### config.mk
export PLATFORM = sky130hd
export DESIGN_NAME = fetch_unit
export DESIGN_NICKNAME = d
export VERILOG_FILES = /design/src/verilog/rv_fetch_pkg.sv /design/src/verilog/branch_predecode.sv /design/src/verilog/fetch_unit.sv /design/src/verilog/pc_gen.sv /design/src/verilog/wb_fetch_master.sv
export VERILOG_INCLUDE_DIRS = /design/src /design/src/verilog
export SDC_FILE = /design/constraint.sdc
export NUM_CORES = 1
export LEC_CHECK = 0
export BUFFER_PORTS_ARGS = -buffer_cell sky130_fd_sc_hd__buf_2
export CAP_MARGIN = 15
export CORE_MARGIN = 2
export CORE_UTILIZATION = 25
export DETAILED_ROUTE_END_ITERATION = 10
export PLACE_DENSITY = 0.53
export SYNTH_ARGS = -nofsm -noshare
export SYNTH_HDL_FRONTEND = slang
export SYNTH_HIERARCHICAL = 1
export SYNTH_SLANG_ARGS = --single-unit
### constraint.sdc
create_clock -name clk -period 5.3 [get_ports clk]
set_input_delay 0.795 -clock clk [delete_from_list [all_inputs] [get_ports clk]]
set_output_delay 0.795 -clock clk [all_outputs]
set_load 0.01 [all_outputs]
### src/verilog/rv_fetch_params.svh
`ifndef RV_FETCH_PARAMS_SVH
`define RV_FETCH_PARAMS_SVH

// datapath and instruction widths
`define XLEN 64
`define ILEN 32
`define WB_SEL_W 8

// first fetch address out of reset
`define RESET_PC 64'h80000000

// major opcodes seen by the predecoder
`define OPC_JAL 7'b1101111
`define OPC_BRANCH 7'b1100011

// funct3 of the six conditional branches
`define F3_BEQ 3'b000
`define F3_BNE 3'b001
`define F3_BLT 3'b100
`define F3_BGE 3'b101
`define F3_BLTU 3'b110
`define F3_BGEU 3'b111

`endif

### src/verilog/rv_fetch_pkg.sv
`default_nettype none

`include "rv_fetch_params.svh"

package rv_fetch_pkg;

	// control transfer class of one instruction
	typedef enum logic [1:0] {
		br_none = 2'd0,
		br_cond = 2'd1,
		br_jal = 2'd2
	} br_kind_e;

	// predecoder result, imm is zero for br_none
	typedef struct packed {
		br_kind_e kind;
		logic [`XLEN-1:0] imm;
	} predecode_t;

	// packet handed to decode
	typedef struct packed {
		logic [`XLEN-1:0] pc;
		logic [`ILEN-1:0] inst;
		logic pred_taken;
		// next pc as predicted, pc + 4 when not taken
		logic [`XLEN-1:0] pred_target;
	} fetch_pkt_t;

	// pc update request from pc_gen
	typedef struct packed {
		logic load;
		logic flush;
		logic [`XLEN-1:0] pc;
	} pc_cmd_t;

	// wishbone classic, master to slave
	typedef struct packed {
		logic cyc;
		logic stb;
		logic we;
		logic [`WB_SEL_W-1:0] sel;
		logic [`XLEN-1:0] adr;
	} wb_m2s_t;

	// wishbone classic, slave to master
	typedef struct packed {
		logic [`XLEN-1:0] dat;
		logic ack;
	} wb_s2m_t;

endpackage

`default_nettype wire

### src/verilog/branch_predecode.sv
`timescale 1ns/10ps
`default_nettype none

`include "rv_fetch_params.svh"

module branch_predecode (
	input wire logic [`ILEN-1:0] inst,
	output rv_fetch_pkg::predecode_t pd
);

	import rv_fetch_pkg::*;

	// *************************************************************************
	// field extraction
	// *************************************************************************

	logic [6:0] opcode;
	logic [2:0] funct3;

	assign opcode = inst[6:0];
	assign funct3 = inst[14:12];

	// *************************************************************************
	// immediates
	// *************************************************************************

	logic [`XLEN-1:0] imm_b;
	logic [`XLEN-1:0] imm_j;

	// B type, imm[12|10:5] in 31:25, imm[4:1|11] in 11:7
	// replication covers imm[12] as well as the sign
	assign imm_b = {
		{(`XLEN-12){inst[31]}},
		inst[7],
		inst[30:25],
		inst[11:8],
		1'b0
	};

	// J type, imm[20|10:1|11|19:12] in 31:12
	assign imm_j = {
		{(`XLEN-20){inst[31]}},
		inst[19:12],
		inst[20],
		inst[30:21],
		1'b0
	};

	// *************************************************************************
	// classification
	// *************************************************************************

	logic cond_f3;

	// funct3 010 and 011 are not branches
	always_comb begin
		case (funct3)
			`F3_BEQ, `F3_BNE, `F3_BLT, `F3_BGE, `F3_BLTU, `F3_BGEU: begin
				cond_f3 = 1'b1;
			end
			default: begin
				cond_f3 = 1'b0;
			end
		endcase
	end

	always_comb begin
		// default is a plain instruction
		pd.kind = br_none;
		pd.imm = '0;
		if (opcode == `OPC_JAL) begin
			pd.kind = br_jal;
			pd.imm = imm_j;
		end else if (opcode == `OPC_BRANCH && cond_f3) begin
			pd.kind = br_cond;
			pd.imm = imm_b;
		end
	end

endmodule

`default_nettype wire

### src/verilog/fetch_unit.sv
`timescale 1ns/10ps
`default_nettype none

`include "rv_fetch_params.svh"

module fetch_unit (
	input wire logic clk,
	input wire logic rst_n,
	output rv_fetch_pkg::wb_m2s_t wb_o,
	input wire rv_fetch_pkg::wb_s2m_t wb_i,
	output rv_fetch_pkg::fetch_pkt_t pkt,
	output logic pkt_valid,
	input wire logic pkt_ready,
	input wire logic redirect_valid,
	input wire logic [`XLEN-1:0] redirect_pc
);

	import rv_fetch_pkg::*;

	// *************************************************************************
	// internal wires
	// *************************************************************************

	logic [`XLEN-1:0] pc;
	logic [`ILEN-1:0] inst;
	logic accept;
	predecode_t pd;
	pc_cmd_t cmd;
	logic pred_taken;
	logic [`XLEN-1:0] pred_target;

	// bus side, pc register and packet
	wb_fetch_master i_wb_fetch_master (
		.clk (clk),
		.rst_n (rst_n),
		.wb_o (wb_o),
		.wb_i (wb_i),
		.cmd (cmd),
		.pred_taken (pred_taken),
		.pred_target (pred_target),
		.pc (pc),
		.inst (inst),
		.accept (accept),
		.pkt (pkt),
		.pkt_valid (pkt_valid),
		.pkt_ready (pkt_ready)
	);

	// looks at the held instruction
	branch_predecode i_branch_predecode (
		.inst (inst),
		.pd (pd)
	);

	// prediction and next pc choice
	pc_gen i_pc_gen (
		.pc (pc),
		.pd (pd),
		.accept (accept),
		.redirect_valid (redirect_valid),
		.redirect_pc (redirect_pc),
		.pred_taken (pred_taken),
		.pred_target (pred_target),
		.cmd (cmd)
	);

endmodule

`default_nettype wire

### src/verilog/pc_gen.sv
`timescale 1ns/10ps
`default_nettype none

`include "rv_fetch_params.svh"

module pc_gen (
	input wire logic [`XLEN-1:0] pc,
	input wire rv_fetch_pkg::predecode_t pd,
	input wire logic accept,
	input wire logic redirect_valid,
	input wire logic [`XLEN-1:0] redirect_pc,
	output logic pred_taken,
	output logic [`XLEN-1:0] pred_target,
	output rv_fetch_pkg::pc_cmd_t cmd
);

	import rv_fetch_pkg::*;

	// *************************************************************************
	// static prediction
	// *************************************************************************

	logic [`XLEN-1:0] seq_pc;
	logic [`XLEN-1:0] br_pc;

	assign seq_pc = pc + `XLEN'(4);
	assign br_pc = pc + pd.imm;

	// jal always, backward conditional branches only
	assign pred_taken = (pd.kind == br_jal) || (pd.kind == br_cond && pd.imm[`XLEN-1]);

	assign pred_target = pred_taken ? br_pc : seq_pc;

	// *************************************************************************
	// next pc command
	// *************************************************************************

	always_comb begin
		// idle unless something moves the pc
		cmd.load = 1'b0;
		cmd.flush = 1'b0;
		cmd.pc = pred_target;
		if (redirect_valid) begin
			// redirect beats a same cycle accept
			cmd.load = 1'b1;
			cmd.flush = 1'b1;
			cmd.pc = redirect_pc;
		end else if (accept) begin
			// packet taken, follow the prediction
			cmd.load = 1'b1;
		end
	end

endmodule

`default_nettype wire

### src/verilog/wb_fetch_master.sv
`timescale 1ns/10ps
`default_nettype none

`include "rv_fetch_params.svh"

module wb_fetch_master (
	input wire logic clk,
	input wire logic rst_n,
	output rv_fetch_pkg::wb_m2s_t wb_o,
	input wire rv_fetch_pkg::wb_s2m_t wb_i,
	input wire rv_fetch_pkg::pc_cmd_t cmd,
	input wire logic pred_taken,
	input wire logic [`XLEN-1:0] pred_target,
	output logic [`XLEN-1:0] pc,
	output logic [`ILEN-1:0] inst,
	output logic accept,
	output rv_fetch_pkg::fetch_pkt_t pkt,
	output logic pkt_valid,
	input wire logic pkt_ready
);

	// *************************************************************************
	// state
	// *************************************************************************

	// idle  about to start a read at pc
	// bus   read in flight, data is kept
	// hold  packet presented downstream
	// drain read in flight after a flush, data is dropped
	typedef enum logic [1:0] {
		ST_IDLE = 2'd0,
		ST_BUS = 2'd1,
		ST_HOLD = 2'd2,
		ST_DRAIN = 2'd3
	} fetch_state_e;

	fetch_state_e state_q;
	fetch_state_e state_d;

	logic [`XLEN-1:0] pc_q;
	logic [`XLEN-1:0] pc_next;
	logic [`XLEN-1:0] adr_q;
	logic [`ILEN-1:0] inst_q;
	logic bus_active;
	logic capture;
	logic start;

	assign bus_active = (state_q == ST_BUS) || (state_q == ST_DRAIN);
	assign pkt_valid = (state_q == ST_HOLD);
	assign accept = pkt_valid && pkt_ready;

	// only a clean ack in bus gives a packet
	assign capture = (state_q == ST_BUS) && wb_i.ack && !cmd.flush;

	// pc the register will hold after this edge
	assign pc_next = cmd.load ? cmd.pc : pc_q;

	always_comb begin
		state_d = state_q;
		case (state_q)
			ST_IDLE: begin
				state_d = ST_BUS;
			end
			ST_BUS: begin
				if (cmd.flush) begin
					// ack with the flush ends the read right here
					state_d = wb_i.ack ? ST_IDLE : ST_DRAIN;
				end else if (wb_i.ack) begin
					state_d = ST_HOLD;
				end
			end
			ST_HOLD: begin
				if (cmd.flush) begin
					state_d = ST_IDLE;
				end else if (accept) begin
					state_d = ST_BUS;
				end
			end
			ST_DRAIN: begin
				if (wb_i.ack) begin
					state_d = ST_IDLE;
				end
			end
			default: begin
				state_d = ST_IDLE;
			end
		endcase
	end

	// a new read begins at this edge
	assign start = (state_d == ST_BUS) && !bus_active;

	always_ff @(posedge clk) begin
		if (!rst_n) begin
			state_q <= ST_IDLE;
			pc_q <= `RESET_PC;
		end else begin
			state_q <= state_d;
			pc_q <= pc_next;
		end
	end

	// *************************************************************************
	// bus address and instruction capture
	// *************************************************************************

	// adr stays put through drain while pc moves on
	always_ff @(posedge clk) begin
		if (start) begin
			adr_q <= {pc_next[`XLEN-1:3], 3'b000};
		end
	end

	// pc is stable in bus, bit 2 picks the half
	always_ff @(posedge clk) begin
		if (capture) begin
			inst_q <= pc_q[2] ? wb_i.dat[63:32] : wb_i.dat[31:0];
		end
	end

	// *************************************************************************
	// outputs
	// *************************************************************************

	always_comb begin
		wb_o.cyc = bus_active;
		wb_o.stb = bus_active;
		// read only, whole word
		wb_o.we = 1'b0;
		wb_o.sel = '1;
		wb_o.adr = adr_q;
	end

	assign pc = pc_q;
	assign inst = inst_q;

	// packet built from held regs plus prediction
	always_comb begin
		pkt.pc = pc_q;
		pkt.inst = inst_q;
		pkt.pred_taken = pred_taken;
		pkt.pred_target = pred_target;
	end

endmodule

`default_nettype wire
==> flow_metrics.py, run 1 <==
metrics = {
    "pwr": {
        "p_sw_share_pct": 29.6,
        "finalPower_uw": 3590,
        "p_leak_uw": 0.00752,
        "internal_power_uw": 2530,
        "seqPwrFrac_pct": 42.4,
        "vdd_drop_max_mv": 0.246,
        "p_sw_uw": 1060,
        "comb_power_share_pct": 21.0,
        "powerDensity_nw_per_um2": 205,
        "power_frac_clock_pct": 36.5,
    },
    "critical_path": {
        "critPathMostFrequentCell": "nand2_1",
        "critPathMaxFanout": 16,
        "critPathKind": "reg2out",
        "worstPathArrival_ns": 4.37,
        "worst_setup_path_start_kind": "flip-flop",
        "slowest_delay_ns": 0.45,
        "crit_family": "compound AO/OA/AOI/OAI gates",
        "cp_cell_sequence": "and2_4 > a21oi_4 > buf_6 > nor3b_4 > buf_12 > bufbuf_16 > ha_2 > nand2_1 > or3_4 > o211ai_4 > a221oi_2 > o31ai_2 > a41oi_4 > o21bai_2 > mux2i_2 > nand2_1 > buf_2",
        "crit_buf_inv": 4,
        "slowest_stage": "edfxtp_1",
        "cp.required_ns": 4.51,
        "endpoint_kind": "primary output",
    },
    "route": {
        "wl_per_cell_um": 20.0,
        "vias_per_cell": 4.78,
        "drtAntennaViolNets": 0,
        "drc": 0,
        "firstDrtPassIters": 7,
        "via_count": 12400,
        "drt-initial-drc-count": 695,
        "routed_wl_mm": 51.9,
    },
    "timing": {
        "maxSlewHeadroom_pct": 44.0,
        "setup_viol": 0,
        "fin_crit_sh_pct": 97.4,
        "worst_slew_pin_slew_ns": 0.832,
        "setup_ws_ns": 0.139,
        "finalHoldViolCount": 0,
        "fmax_mhz": 194,
        "maxSlewViolCount": 0,
        "grt_setup_unrepaired": "true",
        "fin_crit_ns": 5.16,
        "holdWs_ns": 0.555,
        "skew_ns": 0.0201,
    },
    "floorplan": {
        "core_um2": 58900,
        "chipHeight_um": 248,
        "dieArea_um2": 61500,
        "start_util_pct": 25.3,
        "die_w_um": 248,
        "io_pins": 370,
        "std_cell_rows": 89,
    },
    "clocking": {
        "root_buffer": "clkbuf_16",
        "cts_tree": "yes",
        "cts_buffer_depth": 2,
        "numClockSinks": 159,
        "path_clk_slew_ns": 0.07,
        "numCtsBuffers": 17,
        "clk_latency_ns": 0.49,
        "postCtsHoldBufs": 0,
        "htreeDepth": 4,
    },
    "yosys": {
        "synth_seq_area_share_pct": 27.6,
        "synth_cell_types": 89,
        "synth-edff-count": 93,
        "syn_area_um2": 14900,
        "ys.flop_type": "edfxtp_1",
        "syn_inst": 1632,
        "synthArstFlopShare_pct": 0,
        "ys_seq_elements": 159,
        "netlist_top_cells_area": "edfxtp_1 19%, buf_4 11%, dfxtp_1 8.9%",
        "yosysTopAreaCell": "edfxtp_1",
        "synth_area_per_cell_um2": 9.12,
        "ys_warn_count": 6,
        "synth_top_area_share_pct": 18.8,
    },
    "outcome": {
        "run_status": "completed",
    },
    "cells_and_area": {
        "fillCellCount": 6204,
        "synthToLayoutAreaGrowth_pct": 17.6,
        "fin_cells": 2588,
        "design_area_um2": 17500,
        "drive_gt1_share_pct": 41.9,
        "mostFrequentLayoutCells": "357 x buf_2, 111 x nand2_1, 104 x nor2_1",
        "diodes": 0,
        "layout.cells.most_common": "buf_2",
        "nets": 2000,
    },
    "place": {
        "routabilityCongestion": 0.889,
        "post-place-ws_ns": 0.203,
        "dp_hpwl_mm": 40.7,
        "port_buffers": 357,
        "placed_area_um2": 16000,
        "dp.cells": 2520,
    },
    "global_route": {
        "track_usage_pct": 16.2,
        "grt_pass1_wl_mm": 73.6,
        "grt_max_degree": 63,
        "antenna_found_initial": 0,
        "grt_overflow": 0,
        "first_global_vias": 11900,
    },
    "min_path": {
        "hold_class": "reg2reg",
    },
    "run": {
        "cap_viol_max_count": 0,
    },
}
==> through the flow <==
stage,setup TNS [ns],utilization (%)
after floorplan,0,-
after global placement,0,27.1
after detailed placement,0,27.1
after CTS,-0.00284,28.7
after global routing,-0.169,29.7
final,0,29.7
==> power groups by stage <==
stage          logic [uW]  registers [uW]  clock network, uW
2_1_floorplan         518            1560                  0
3_3_place_gp          740            1550                  0
3_5_place_dp          743            1550                  0
4_1_cts               754            1530               1370
5_1_grt               825            1540               1410
6_report              756            1520               1310
==> metal layers <==
metal / global-route usage, % / part of all wire [%]
met1: 20.2 / 44
met2: 28.2 / 50
met3: 3.22 / 4.6
met4: 4.35 / 1.5
met5: 0 / 0
==> synth_stat cells, drive strengths merged (8+ instances only) <==
cell    instances
a211oi          9
a21o           43
a21oi         112
a31oi          14
and2           69
and3           14
buf           245
clkbuf         52
dfxtp          66
edfxtp         93
ha             64
inv            31
mux2          148
mux2i          15
nand2         122
nand3          28
nand4          42
nor2          112
nor2b           9
nor3           25
nor3b           8
nor4           11
o21a           10
o21ai          62
o21bai         19
o31ai          15
or2             8
or3            10
xnor2          66
xor2           40
==> final cells by class <==
class / count / area [um^2] / area share [%]
multi-input cells: 1155 / 9200 / 52.5
flip-flops and latches: 159 / 4120 / 23.5
repair buffers: 438 / 2520 / 14.4
well taps: 773 / 967 / 5.52
clock buffers: 20 / 437 / 2.49
clock inverters: 12 / 159 / 0.908
inverters: 31 / 116 / 0.665
==> tightest hold or removal path, cell delays in order (launching register included) <==
cell and delay [ns]:
dfxtp_1 0.35, o21ai_0 0.09, a21oi_1 0.06
==> final timing paths <==
path	from	to	slack (ns)	cells past startpoint
worst max-delay path	i_wb_fetch_master/inst[2]$_DFFE_PP_	pkt[56]	0.14	17
worst min-delay path	i_wb_fetch_master/state_q[1]$_SDFF_PN0_	i_wb_fetch_master/state_q[1]$_SDFF_PN0_	0.55	2
worst max register to register	i_wb_fetch_master/inst[4]$_DFFE_PP_	i_wb_fetch_master/pc[45]$_SDFF_PN0_	0.81	18
worst min register to register	i_wb_fetch_master/state_q[1]$_SDFF_PN0_	i_wb_fetch_master/state_q[1]$_SDFF_PN0_	0.55	2
==> flip-flops by register name, indices dropped and copies added, names as in the netlist <==
register / flops
i_wb_fetch_master/inst: 32
i_wb_fetch_master/adr_q: 61
i_wb_fetch_master/pc: 64
i_wb_fetch_master/state_q: 2
==> kinds of logic (layout without fill, tap and decap cells) <==
| kind of cell | after synthesis | in the layout | synth area share, % |
|---|---|---|---|
| AOI/OAI and AO/OA | 334 | 334 | 15.2 |
| adders and majority gates | 65 | 65 | 5.51 |
| and+or+nand+nor | 474 | 474 | 16.7 |
| buffers and inverters | 328 | 501 | 15.0 |
| xor gates and xnor gates | 106 | 106 | 6.24 |
| DFF | 159 | 159 | 27.6 |
| other | 3 | 13 | 0.0756 |
| muxes | 163 | 163 | 13.7 |
==> what timing repair did <==
action | 4_1_cts | 5_1_grt
setup endpoints to repair | 30 | 28
gates cloned | 1 | 1
pin swaps | 13 | 34
gates resized for setup | 34 | 91
setup buffers | 17 | 17
(Power assumes the default switching activity.)
==> run 2: changes to the inputs <==
Settings changed: CORE_ASPECT_RATIO set to 0.75.
==> flow_metrics.py, run 2 (same netlist as run 1, synthesis figures left out) <==
metrics = {
    "cells_and_area": {
        "drive_gt1_share_pct": 40.9,
        "largest_reg_flops": 64,
        "design_area_um2": 17300,
        "nets": 2002,
        "layout.cells.most_common": "buf_2",
        "mostFrequentLayoutCells": "357 x buf_2, 113 x nand2_1, 109 x nor2_1",
        "synthToLayoutAreaGrowth_pct": 16.3,
        "diodes": 0,
    },
    "timing": {
        "maxSlewHeadroom_pct": 40.1,
        "fmax_mhz": 194,
        "holdWs_ns": 0.554,
        "fin_crit_sh_pct": 97.4,
        "finalHoldViolCount": 0,
        "skew_ns": 0.0161,
        "maxSlewViolCount": 0,
        "setup_viol": 0,
        "worst_slew_pin_slew_ns": 0.899,
        "grt_setup_unrepaired": "true",
        "fin_crit_ns": 5.16,
        "setup_ws_ns": 0.138,
    },
    "route": {
        "wl_per_cell_um": 19.7,
        "drc": 0,
        "drtAntennaViolNets": 0,
        "firstDrtPassIters": 5,
        "vias_per_cell": 4.68,
        "drt-initial-drc-count": 733,
        "via_count": 12200,
        "routed_wl_mm": 51.4,
    },
    "floorplan": {
        "core_um2": 58900,
        "std_cell_rows": 77,
        "chipHeight_um": 215,
        "io_pins": 370,
        "die_w_um": 286,
        "dieArea_um2": 61500,
        "start_util_pct": 25.3,
    },
    "critical_path": {
        "worstPathArrival_ns": 4.37,
        "worst_setup_path_start_kind": "flip-flop",
        "cp.required_ns": 4.51,
        "endpoint_kind": "primary output",
        "critPathMaxFanout": 15,
        "reg2reg_from": "i_wb_fetch_master/inst[4]$_DFFE_PP_",
        "cp-startpoint": "i_wb_fetch_master/inst[4]$_DFFE_PP_",
        "critPathKind": "reg2out",
    },
    "run": {
        "cap_viol_max_count": 0,
    },
    "min_path": {
        "hold_class": "reg2reg",
        "hold_path.startpoint": "i_wb_fetch_master/state_q[1]$_SDFF_PN0_",
    },
    "place": {
        "placed_area_um2": 16000,
        "routabilityCongestion": 0.873,
        "dp_hpwl_mm": 40.8,
        "post-place-ws_ns": 0.216,
        "port_buffers": 357,
    },
    "global_route": {
        "track_usage_pct": 16.2,
        "grt_pass1_wl_mm": 75.1,
        "grt_overflow": 0,
        "first_global_vias": 11900,
        "antenna_found_initial": 3,
        "grt_max_degree": 44,
    },
    "clocking": {
        "root_buffer": "clkbuf_16",
        "cts_buffer_depth": 2,
        "path_clk_slew_ns": 0.07,
        "htreeDepth": 4,
        "clk_latency_ns": 0.49,
        "numCtsBuffers": 17,
        "cts_tree": "yes",
        "numClockSinks": 159,
    },
    "pwr": {
        "vdd_drop_max_mv": 0.215,
        "powerDensity_nw_per_um2": 202,
        "p_leak_uw": 0.00754,
        "finalPower_uw": 3500,
    },
    "outcome": {
        "run_status": "completed",
    },
}
run 2: path summary, 6_finish.rpt:
| kind | end | slack [ns] | cells past startpoint |
|---|---|---|---|
| worst max register to register | i_wb_fetch_master/pc[52]$_SDFF_PN0_ | 0.78 | 18 |
| worst min register to register | i_wb_fetch_master/state_q[1]$_SDFF_PN0_ | 0.55 | 2 |
| worst max-delay path | pkt[61] | 0.14 | 16 |
| worst min-delay path | i_wb_fetch_master/state_q[1]$_SDFF_PN0_ | 0.55 | 2 |
run 2: power breakdown:
part	internal (uW)	switching [uW]
Combinational	355	403
Sequential	1430	96.0
Clock	626	588
Total	2410	1090
run 2: timing repair:
action / CTS / global route
pin swaps: 12 / 13
gates cloned: 0 / 3
resized for setup: 24 / 62
hold buffers: 0 / 0
endpoints found under the setup margin: 27 / 32
setup buffers: 15 / 14
run 2: stage by stage:
step / std cells / TNS (ns) / util, %
final: 2607 / 0 / 29.4
after global routing: 2607 / -0.185 / 29.4
after CTS: 2590 / 0 / 28.6
after detailed placement: 2543 / 0 / 27.2
after global placement: 2543 / 0 / 27.2
after floorplan: 1642 / 0 / -
run 2: cell type report:
cell class,instances,area (um^2)
fillers,6231,41500
multi-input cells,1155,9020
clock inverters,14,119
clock buffers,18,439
well taps,790,988
inverters,31,116
flip-flops and latches,159,4110
repair buffers,440,2530
run 2: metal layers:
layer,GRT usage [%],vias to the layer above,wire (um)
li1,-,5958,-
met3,3.16,23,2480
met5,0,-,18
met4,4.29,2,535
met2,24.1,314,22500
met1,23.6,5901,25900
run 2: critical path, stage by stage (launching register included):
cell	delay, ns
edfxtp_1	0.42
nor2b_4	0.16
nand4_4	0.16
nor3b_4	0.33
buf_12	0.20
buf_16	0.17
ha_1	0.31
a21oi_1	0.22
o21bai_1	0.08
a21oi_1	0.46
o21ai_0	0.33
a21oi_1	0.24
or4_1	0.14
o311ai_2	0.12
xnor2_2	0.18
mux2i_1	0.18
buf_2	0.16
